## config.mk

```make
export PLATFORM = sky130hd
export DESIGN_NAME = muldiv_unit
export DESIGN_NICKNAME = d
export VERILOG_FILES = /design/src/design/risu64_pkg.sv /design/src/design/div.sv /design/src/design/mul.sv /design/src/design/muldiv_unit.sv
export SDC_FILE = /design/constraint.sdc
export NUM_CORES = 2
export LEC_CHECK = 0
export BUFFER_PORTS_ARGS = -buffer_cell sky130_fd_sc_hd__buf_4
export CORE_MARGIN = 3
export CORE_UTILIZATION = 56
export CTS_BUF_LIST = sky130_fd_sc_hd__clkbuf_2 sky130_fd_sc_hd__clkbuf_4 sky130_fd_sc_hd__clkbuf_8
export DETAILED_ROUTE_END_ITERATION = 7
export PLACE_DENSITY = 0.71
export SLEW_MARGIN = 20
export SYNTH_ARGS = -nofsm -noshare
export SYNTH_HDL_FRONTEND = slang
export SYNTH_SLANG_ARGS = --single-unit
```

## constraint.sdc

```tcl
create_clock -name clk -period 21.7 [get_ports clk]
set_input_delay 3.255 -clock clk [delete_from_list [all_inputs] [get_ports clk]]
set_output_delay 3.255 -clock clk [all_outputs]
set_load 0.02 [all_outputs]
```

## src/design/risu64_pkg.sv

```systemverilog
// ################################################
// shared definitions of the multiply/divide unit
// holds the operation encodings, the op union and the
// request/response structs used by the RTL and the testbench
// import with risu64_pkg::* in the module header
// ################################################

package risu64_pkg;

    // data width of the core
    localparam int XLEN = 64;

    // quotient bits produced by a full-width division
    // word forms run half of these inside the divider
    localparam int DIV_STEPS = 64;

    // multiply operations, as seen through the mul view of the op field
    typedef enum logic [2:0] {
        MO_MUL    = 3'd0,
        MO_MULH   = 3'd1,
        MO_MULHSU = 3'd2,
        MO_MULHU  = 3'd3,
        MO_MULW   = 3'd4
    } mul_op_e;

    // divide operations, as seen through the div view of the op field
    // bit 0 marks unsigned, bit 1 marks remainder, bit 2 marks word mode
    typedef enum logic [2:0] {
        DO_DIV   = 3'd0,
        DO_DIVU  = 3'd1,
        DO_REM   = 3'd2,
        DO_REMU  = 3'd3,
        DO_DIVW  = 3'd4,
        DO_DIVUW = 3'd5,
        DO_REMW  = 3'd6,
        DO_REMUW = 3'd7
    } div_op_e;

    // the same three bits read as either kind of operation
    // is_div in the request picks the view that is valid
    typedef union packed {
        mul_op_e mul;
        div_op_e div;
    } md_op_u;

    // one request to the unit, 132 bits
    typedef struct packed {
        logic              is_div;
        md_op_u            op;
        logic [XLEN-1:0]   operand1;
        logic [XLEN-1:0]   operand2;
    } md_req_t;

    // one response, valid only while resp_valid is high
    typedef struct packed {
        logic [XLEN-1:0]   result;
    } md_resp_t;

endpackage

```

## src/design/div.sv

```systemverilog
// ################################################
// iterative radix-2 restoring divider for the M extension
// handles divide by zero and signed overflow in one step,
// otherwise one quotient bit per cycle plus a sign fix cycle
// same request/response handshake as the multiplier
// ################################################

module div import risu64_pkg::*; (
    input  logic     clk,
    input  logic     rst,
    input  md_req_t  req,
    input  logic     req_valid,
    output logic     req_ready,
    output md_resp_t resp,
    output logic     resp_valid
);

    localparam int WORD_STEPS = DIV_STEPS / 2;
    localparam int CNT_W = $clog2(DIV_STEPS + 1);

    typedef enum logic [1:0] {
        ST_IDLE,
        ST_PREP,
        ST_ITER,
        ST_FIX
    } state_e;

    state_e state;
    logic accept;
    logic [CNT_W-1:0] cnt;

    // decode of the incoming op and its registered copy
    logic dec_signed;
    logic dec_rem;
    logic dec_word;
    logic op_signed;
    logic op_rem;
    logic op_word;

    // operands after word-mode extension, kept for the sign fix
    logic [XLEN-1:0] a_q;
    logic [XLEN-1:0] b_q;

    // restoring datapath
    logic [XLEN-1:0] quo;
    logic [XLEN-1:0] part_rem;
    logic [XLEN-1:0] dvs;
    logic [XLEN:0]   shifted;
    logic [XLEN+1:0] trial;
    logic [XLEN-1:0] mag_a;
    logic [XLEN-1:0] mag_b;

    // special cases and result forming
    logic div_zero;
    logic overflow;
    logic special;
    logic [XLEN-1:0] special_res;
    logic [XLEN-1:0] quo_fix;
    logic [XLEN-1:0] rem_fix;
    logic [XLEN-1:0] fix_res;

    // low word of v, extended with its sign when sgn is set
    function automatic logic [XLEN-1:0] ext_word(input logic [XLEN-1:0] v, input logic sgn);
        ext_word = {{(XLEN - 32){sgn & v[31]}}, v[31:0]};
    endfunction

    assign req_ready = (state == ST_IDLE);
    assign accept = req_valid && req_ready;

    // the op encoding carries the three properties directly
    always_comb begin
        dec_signed = (req.op.div == DO_DIV) || (req.op.div == DO_REM) ||
                     (req.op.div == DO_DIVW) || (req.op.div == DO_REMW);
        dec_rem = (req.op.div == DO_REM) || (req.op.div == DO_REMU) ||
                  (req.op.div == DO_REMW) || (req.op.div == DO_REMUW);
        dec_word = (req.op.div == DO_DIVW) || (req.op.div == DO_DIVUW) ||
                   (req.op.div == DO_REMW) || (req.op.div == DO_REMUW);
    end

    // word operands are already extended, so a 64-bit compare covers both widths
    always_comb begin
        div_zero = (b_q == '0);
        if (op_word) begin
            overflow = op_signed && (b_q == '1) && (a_q == {{(XLEN - 31){1'b1}}, 31'd0});
        end else begin
            overflow = op_signed && (b_q == '1) && (a_q == {1'b1, {(XLEN - 1){1'b0}}});
        end
        special = div_zero || overflow;
        // RISC-V defined results, quotient all ones on zero divisor
        if (div_zero) begin
            special_res = op_rem ? a_q : '1;
        end else begin
            special_res = op_rem ? '0 : a_q;
        end
        mag_a = (op_signed && a_q[XLEN-1]) ? -a_q : a_q;
        mag_b = (op_signed && b_q[XLEN-1]) ? -b_q : b_q;
    end

    // one restoring step, the spare top bit of trial is the borrow
    assign shifted = {part_rem, quo[XLEN-1]};
    assign trial = {1'b0, shifted} - {2'b00, dvs};

    // quotient is negative when the signs differ, remainder follows the dividend
    always_comb begin
        quo_fix = (op_signed && (a_q[XLEN-1] ^ b_q[XLEN-1])) ? -quo : quo;
        rem_fix = (op_signed && a_q[XLEN-1]) ? -part_rem : part_rem;
        fix_res = op_rem ? rem_fix : quo_fix;
    end

    // control FSM and step counter
    always_ff @(posedge clk) begin
        if (rst) begin
            state <= ST_IDLE;
            resp_valid <= 1'b0;
            cnt <= '0;
        end else begin
            resp_valid <= 1'b0;
            case (state)
                ST_IDLE: begin
                    if (accept) begin
                        state <= ST_PREP;
                    end
                end
                ST_PREP: begin
                    if (special) begin
                        state <= ST_IDLE;
                        resp_valid <= 1'b1;
                    end else begin
                        state <= ST_ITER;
                        cnt <= op_word ? CNT_W'(WORD_STEPS) : CNT_W'(DIV_STEPS);
                    end
                end
                ST_ITER: begin
                    cnt <= cnt - 1'b1;
                    if (cnt == CNT_W'(1)) begin
                        state <= ST_FIX;
                    end
                end
                default: begin
                    state <= ST_IDLE;
                    resp_valid <= 1'b1;
                end
            endcase
        end
    end

    // datapath registers
    always_ff @(posedge clk) begin
        case (state)
            ST_IDLE: begin
                if (accept) begin
                    op_signed <= dec_signed;
                    op_rem <= dec_rem;
                    op_word <= dec_word;
                    a_q <= dec_word ? ext_word(req.operand1, dec_signed) : req.operand1;
                    b_q <= dec_word ? ext_word(req.operand2, dec_signed) : req.operand2;
                end
            end
            ST_PREP: begin
                // a word dividend starts at the top so 32 steps consume it
                quo <= op_word ? {mag_a[31:0], 32'd0} : mag_a;
                part_rem <= '0;
                dvs <= mag_b;
                resp.result <= op_word ? ext_word(special_res, 1'b1) : special_res;
            end
            ST_ITER: begin
                if (!trial[XLEN+1]) begin
                    part_rem <= trial[XLEN-1:0];
                    quo <= {quo[XLEN-2:0], 1'b1};
                end else begin
                    part_rem <= shifted[XLEN-1:0];
                    quo <= {quo[XLEN-2:0], 1'b0};
                end
            end
            default: begin
                resp.result <= op_word ? ext_word(fix_res, 1'b1) : fix_res;
            end
        endcase
    end

endmodule

```

## src/design/mul.sv

```systemverilog
// ################################################
// iterative 64-bit multiplier for the M extension
// one 33x33 signed multiply-accumulate per cycle over the
// LL, HL, LH and HH partial products, taking 1 to 4 steps
// accepts on req_valid && req_ready, answers with a resp_valid pulse
// ################################################

module mul import risu64_pkg::*; (
    input  logic     clk,
    input  logic     rst,
    input  md_req_t  req,
    input  logic     req_valid,
    output logic     req_ready,
    output md_resp_t resp,
    output logic     resp_valid
);

    // the state order is free, the mac selects are decoded from the name
    typedef enum logic [2:0] {
        ST_IDLE,
        ST_LL,
        ST_HL,
        ST_LH,
        ST_HH
    } state_e;

    state_e state;
    logic accept;

    // operands widened to 65 bits so that every multiply is signed
    logic [64:0] opa;
    logic [64:0] opb;
    logic a_signed;
    logic b_signed;

    // what the accepted operation needs from the datapath
    logic op_word;
    logic op_low;
    logic op_high;

    // multiply-accumulate datapath
    logic signed [32:0] mac_a;
    logic signed [32:0] mac_b;
    logic signed [65:0] acc;
    logic signed [65:0] prod;

    assign req_ready = (state == ST_IDLE);
    assign accept = req_valid && req_ready;

    // MULHU treats both operands as unsigned, MULHSU only the second one
    always_comb begin
        a_signed = (req.op.mul != MO_MULHU);
        b_signed = (req.op.mul != MO_MULHU) && (req.op.mul != MO_MULHSU);
    end

    // the upper half of a 65-bit operand is a 33-bit signed number,
    // the lower half is unsigned and gets a zero on top
    always_comb begin
        if ((state == ST_HL) || (state == ST_HH)) begin
            mac_a = $signed(opa[64:32]);
        end else begin
            mac_a = $signed({1'b0, opa[31:0]});
        end
        if ((state == ST_LH) || (state == ST_HH)) begin
            mac_b = $signed(opb[64:32]);
        end else begin
            mac_b = $signed({1'b0, opb[31:0]});
        end
    end

    // a 66-bit accumulator is wide enough for every intermediate sum
    assign prod = acc + 66'(mac_a) * 66'(mac_b);

    // control FSM
    always_ff @(posedge clk) begin
        if (rst) begin
            state <= ST_IDLE;
            resp_valid <= 1'b0;
        end else begin
            resp_valid <= 1'b0;
            case (state)
                ST_IDLE: begin
                    if (accept) begin
                        state <= ST_LL;
                    end
                end
                ST_LL: begin
                    // the low product alone gives the whole answer here
                    if (op_word || op_low) begin
                        state <= ST_IDLE;
                        resp_valid <= 1'b1;
                    end else begin
                        state <= ST_HL;
                    end
                end
                ST_HL: begin
                    state <= ST_LH;
                end
                ST_LH: begin
                    if (op_high) begin
                        state <= ST_HH;
                    end else begin
                        state <= ST_IDLE;
                        resp_valid <= 1'b1;
                    end
                end
                ST_HH: begin
                    state <= ST_IDLE;
                    resp_valid <= 1'b1;
                end
                default: begin
                    state <= ST_IDLE;
                end
            endcase
        end
    end

    // datapath registers
    always_ff @(posedge clk) begin
        case (state)
            ST_IDLE: begin
                if (accept) begin
                    opa <= {a_signed & req.operand1[XLEN-1], req.operand1};
                    opb <= {b_signed & req.operand2[XLEN-1], req.operand2};
                    op_word <= (req.op.mul == MO_MULW);
                    op_high <= (req.op.mul == MO_MULH) || (req.op.mul == MO_MULHSU) ||
                               (req.op.mul == MO_MULHU);
                    // both upper words zero means the low product is complete
                    op_low <= (req.op.mul == MO_MUL) &&
                              (req.operand1[63:32] == 32'd0) &&
                              (req.operand2[63:32] == 32'd0);
                    acc <= '0;
                end
            end
            ST_LL: begin
                resp.result[31:0] <= prod[31:0];
                if (op_word) begin
                    resp.result[63:32] <= {32{prod[31]}};
                end else begin
                    resp.result[63:32] <= prod[63:32];
                end
                // move on to the weight 2^32 column
                acc <= {{32{prod[65]}}, prod[65:32]};
            end
            ST_HL: begin
                // HL and LH share a weight so no shift in between
                acc <= prod;
            end
            ST_LH: begin
                resp.result[63:32] <= prod[31:0];
                acc <= {{32{prod[65]}}, prod[65:32]};
            end
            ST_HH: begin
                // accumulator now sits at weight 2^64, the high half of the product
                resp.result <= prod[63:0];
            end
            default: begin
                acc <= '0;
            end
        endcase
    end

endmodule

```

## src/design/muldiv_unit.sv

```systemverilog
// ################################################
// multiply/divide unit of the execute stage
// sends each request to the multiplier or the divider,
// keeps a single operation in flight and merges the responses
// ################################################

module muldiv_unit import risu64_pkg::*; (
    input  logic     clk,
    input  logic     rst,
    input  md_req_t  req,
    input  logic     req_valid,
    output logic     req_ready,
    output md_resp_t resp,
    output logic     resp_valid
);

    // per-unit handshake signals
    logic     mul_req_valid;
    logic     mul_req_ready;
    md_resp_t mul_resp;
    logic     mul_resp_valid;
    logic     div_req_valid;
    logic     div_req_ready;
    md_resp_t div_resp;
    logic     div_resp_valid;

    // new work only goes in when both units are idle, which keeps
    // responses in request order
    assign req_ready = mul_req_ready && div_req_ready;

    // a unit that is idle must not see valid while the other one is busy,
    // otherwise it would accept behind the top-level handshake
    assign mul_req_valid = req_valid && req_ready && !req.is_div;
    assign div_req_valid = req_valid && req_ready && req.is_div;

    mul u_mul (
        .clk        (clk),
        .rst        (rst),
        .req        (req),
        .req_valid  (mul_req_valid),
        .req_ready  (mul_req_ready),
        .resp       (mul_resp),
        .resp_valid (mul_resp_valid)
    );

    div u_div (
        .clk        (clk),
        .rst        (rst),
        .req        (req),
        .req_valid  (div_req_valid),
        .req_ready  (div_req_ready),
        .resp       (div_resp),
        .resp_valid (div_resp_valid)
    );

    // at most one unit answers in a cycle since only one is ever busy
    always_comb begin
        resp_valid = mul_resp_valid || div_resp_valid;
        if (div_resp_valid) begin
            resp = div_resp;
        end else begin
            resp = mul_resp;
        end
    end

endmodule

```

* Word-level counts from Yosys, hierarchy flattened *
Index checks and enable logic that the tools add are counted.

cells by class
  $add $sub $neg = 7
  multiply operators = 1
  equality and inequality tests = 23
  mux-type cells = 42
  bitwise gates (word level) = 6
  reduce and logical (&&, ||, !) cells = 48

operators with widths
  operator                                                         count
  64-bit two-way mux                                               15
  64-bit one-hot mux with 2 select lines                           3
  66-bit one-hot mux with 4 select lines                           1
  64-bit negator                                                   4
  64-bit == test, second input constant                            3
  32-bit one-hot mux with 3 select lines                           1
  66-bit adder                                                     1
  33-bit by 33-bit multiplier with 66-bit output                   1
  33-bit two-way mux                                               2
  66-bit two-way mux                                               1
  65-bit by 64-bit subtractor with 66-bit output                   1
  32-bit zero test                                                 2
  64-bit zero test                                                 1
  32-bit two-way mux                                               1
  1-bit logical OR                                                 16
  3-bit == test, second input constant                             5
  1-bit logical AND                                                15
  7-bit two-way mux                                                2
  7-bit one-hot mux with 2 select lines                            1
  3-bit by 2-bit == test with 1-bit output, second input constant  4
  3-bit one-hot mux with 4 select lines                            1
  2-bit AND reduction                                              5
  2-bit two-way mux                                                4
  7-bit by 1-bit == test with 1-bit output, second input constant  1
  21 further kinds                                                 36

word-level totals
  bits in registers = 664
  input port bits = 135
  output and inout bits = 66
  word-level logic and storage cells = 149

* Logic depth before layout (Yosys ltp) *
  depth in word-level cells = 7
  mapped depth = 40
  mapped depth without buffers = 34

* Cells and area by module *
From an unflattened synthesis, not the netlist that was laid out.

second synthesis, totals
  cells, all modules = 8057
  area, all modules = 78652.9 µm²

modules (own cells, without submodules)
  module       instances  cells each  area an instance (µm²)
  mul          1          5145        51299.2
  div          1          2837        26345.3
  muldiv_unit  1          75          1008.5

* Worst setup path before layout *
No wires, ideal clock.

  path type = register -> register
  from = reg u_mul.state[2]
  to = reg u_mul.acc[39], data pin
  data arrival time = 9967 ps
  required time = 21432 ps
  setup slack = 11465 ps
  cell stages (with the launch flop) = 33
  path buffers = 7
  period minus slack after synthesis = 10235 ps
  cell sequence = dfxtp_1 clkbuf_1 nor2_1 and2_1 clkbuf_1 nor2_1 buf_1 buf_1 mux2i_1 clkbuf_1 nor2_1 fa_1 fa_1 inv_1 fa_1 fa_1 inv_1 fa_1 fa_1 fa_1 inv_1 fa_1 inv_1 ha_1 clkbuf_1 and4_1 a21boi_0 a211oi_1 nor2_1 nor4_1 a311oi_1 clkbuf_1 nand2_1

between the ends
  longest elaborated chain between the ends = 6

ends and longest elaborated chain
  item                                                                    RTL line               text
  start, declared                                                         mul.sv:27              state_e state;
  start signal, assigned                                                  mul.sv:77              state <= ST_IDLE;
  start signal, assigned                                                  mul.sv:84              state <= ST_LL;
  start signal, assigned                                                  mul.sv:90              state <= ST_IDLE;
  3-bit by 2-bit == test with 1-bit output, or another cell as far along  mul.sv:59, mul.sv:120
  1-bit logical OR, on equally long branches                              mul.sv:59, mul.sv:64
  33-bit two-way mux, on equally long branches                            mul.sv:59, mul.sv:64
  33-bit by 33-bit multiplier with 66-bit output                          mul.sv:72              assign prod = acc + 66'(mac_a) * 66'(mac_b);
  66-bit adder                                                            mul.sv:72
  66-bit one-hot mux with 4 select lines (*)                              mul.sv:120             case (state)
  end signal, assigned                                                    mul.sv:143             acc <= {{32{prod[65]}}, prod[65:32]};
  end signal, assigned                                                    mul.sv:147             acc <= prod;
  end signal, assigned                                                    mul.sv:151             acc <= {{32{prod[65]}}, prod[65:32]};
  end, declared                                                           mul.sv:44              logic signed [65:0] acc;

Every way passes the cells marked *; elsewhere a longest branch is shown, timed or not.
A chain may end at the register's enable or synchronous reset.

* Final worst setup path *
  from = reg u_mul.state[2]
  to = reg u_mul.acc[50], data pin

Same word-level chain as after synthesis.

==> out/summary.txt <==
peak fanout along the critical path: 52
Worst EP required: 22.23 ns
CTS buffer count: 117
DRT Pass-1 Iters: 6
status: finished, final reports clean
reg2reg setup slack: 9.06 ns
reg2reg path depth: 30
via total after detailed routing: 62850
Initial Util: 56.56%
Cell Area, Synth: 77960 sq um
first-pass GRT wire length: 438100 microns
routability cong.: 1.068
CTS tree: done
Async SR Flop Fraction: 0%
yosys warns: 0
Cell variety after synth: 88
CP max stage cell: clkinv_1
sequential-to-total area share from yosys stat: 25.40%
Worst Hold Class: reg2reg
clock root cell: clkbuf_8
worst setup path end: u_mul.acc[50]
commonest non-fill, non-tap cell in the layout: inv_1
fmax: 79.09 MHz
floorplan die height: 379.1 microns
detail-routed via count per cell: 6.285
clock slew at reported path FFs: 0.07 ns
port buffer count: 200
GR Overflow Total: 0
Mapped Nets: 9735
Slew Limit Fails: 0
max_cap viols: 0
std cell rows: 136
min cycle time layout: 12.64 ns
crit path capture type: flop
Worst-Margin Slew: 1.267 ns
total routed wirelength: 304100 microns
I/O pins: 201
Core Util, Final: 60.96%
wire per inst: 30.41 microns
fin crit share: 58.27%
synthesized flop and latch total: 664
DP HPWL: 242700 microns
final setup fails: 0
unrepaired setup endpoints after global routing: no
initial antenna violation count: 24
Setup Buffers After CTS: 0
drt drc: 0
r2r endpoint: u_mul.acc[50]
Primary FF master, synth: edfxtp_1
Setup CP Type: reg2reg
EDFF count, synth: 650
die area: 143700 sq um
post-synthesis cell count: 8042
largest stage delay on the critical path: 1.06 ns
CP dominant cell by count: fa_1
fraction of layout cells with a size suffix above 1: 9.120%
# clock sinks: 664
commonest cells after routing, fill and taps aside: inv_1 (1477), fa_1 (1250), nand2_1 (898)
P&R area growth vs syn: 7.782%
Crit. Startpoint: u_mul.state[2]
Post-CTS Hold Buffers: 0
final-stage net count: 9782
core area: 137800 sq um
slew margin rel.: 14.76%
Routed Antenna Nets: 0
vias in the first global route: 63290
Post-CTS Resized: 0
reg2reg start: u_mul.state[2]
final clock skew: 0.07234 ns
Die Width: 379.1 microns
pin count of the biggest net entering global routing: 83
critical path launch point type: flop
setup TNS: 0 ns
number of hold violations in the final report: 0
Avg Cell Area, Syn: 9.694 sq um
htree depth: 3
GR Util All Layers: 43.17%
DRT iter0 DRCs: 8062
worst skew pair latency: 0.90 ns
Max Root-Sink Buffers: 3
WP data arrival: 13.17 ns
[metrics by stage]
stage	instances	setup slack, ns	hold WS, ns	area, sq um
final	10000	9.056	0.4745	84030
after global routing	9985	8.335	0.5255	83990
after CTS	9981	9.433	0.4822	83860
after detailed placement	9760	9.514	0.4729	81360
after global placement	9759	9.592	0.4630	81340
after floorplan	8042	11.47	0.4492	77960
[critical path: cells and delay by family (launching register included)]
kind	cells	cell delay, ns
buffers and inverters	8	2.98
XOR/XNOR	5	1.51
AO/OA/AOI/OAI	4	0.81
multiplexers	1	0.85
AND/OR/NAND/NOR	4	0.86
flip-flops	1	0.46
adder cells (fa/ha/maj)	8	4.70
[worst min path at each step]
stage | from | to | cells past startpoint
CTS | u_div.cnt[5] | u_div.cnt[5] | 2
detailed placement | u_div.cnt[5] | u_div.cnt[5] | 2
floorplan | u_div.cnt[5] | u_div.cnt[5] | 2
global placement | u_div.cnt[5] | u_div.cnt[5] | 2
finish | u_div.cnt[5] | u_div.cnt[5] | 2
global route | u_div.cnt[5] | u_div.cnt[5] | 2
[registers in the layout, indices dropped and copies added, names as in the netlist, 2 cells and up]
| signal | cells |
|---|---|
| u_mul.acc | 66 |
| u_mul.opa | 65 |
| u_mul.opb | 65 |
| u_div.a_q | 64 |
| u_div.b_q | 64 |
| u_div.dvs | 64 |
| u_div.part_rem | 64 |
| u_div.quo | 64 |
| u_div.resp | 64 |
| u_mul.resp | 64 |
| u_div.cnt | 7 |
| u_mul.state | 3 |
| u_div.state | 2 |
[cell usage after synthesis, drive strengths merged, types with 80 or more instances]
library cell	n	area [sq um]
nor2	812	3048
o21ai	399	1997
xor2	172	1506
edfxtp	650	19520
fa	1250	25020
nand2	900	3381
ha	308	3854
inv	1480	5555
a21oi	319	1600
nor3	80	431.7
clkbuf	319	1197
xnor2	208	1822
mux2	125	1408
[kinds of logic after synthesis]
kind of cell / share of synthesized area (%)
AO/OA/AOI/OAI: 9.339
buffers and inverters: 8.981
XOR/XNOR: 4.269
adder cells (fa/ha/maj): 37.11
multiplexers: 2.679
flip-flops: 25.40
AND/OR/NAND/NOR: 12.23
[area by class of cell]
type | instances | area [sq um]
fill | 11680 | 53810
multi-input combinational | 5523 | 51530
sequential | 664 | 19800
inverter | 1482 | 5568
timing repair buffer | 301 | 2347
tap | 1794 | 2245
clock buffer | 147 | 1836
clock inverter | 74 | 664.4
antenna | 16 | 40.04
[metal layers]
| layer | vias to the layer above | routed length [microns] | GRT usage (%) |
|---|---|---|---|
| met5 | - | 139 | 0 |
| met4 | 6 | 30520 | 34.29 |
| met3 | 1006 | 41020 | 14.21 |
| met2 | 4307 | 124200 | 60.62 |
| met1 | 31620 | 108300 | 54.75 |
| li1 | 25910 | - | - |
Power is left out: the tool's default activity adds up to more than one toggle a clock period on the data nets, which glitch-free logic cannot reach.
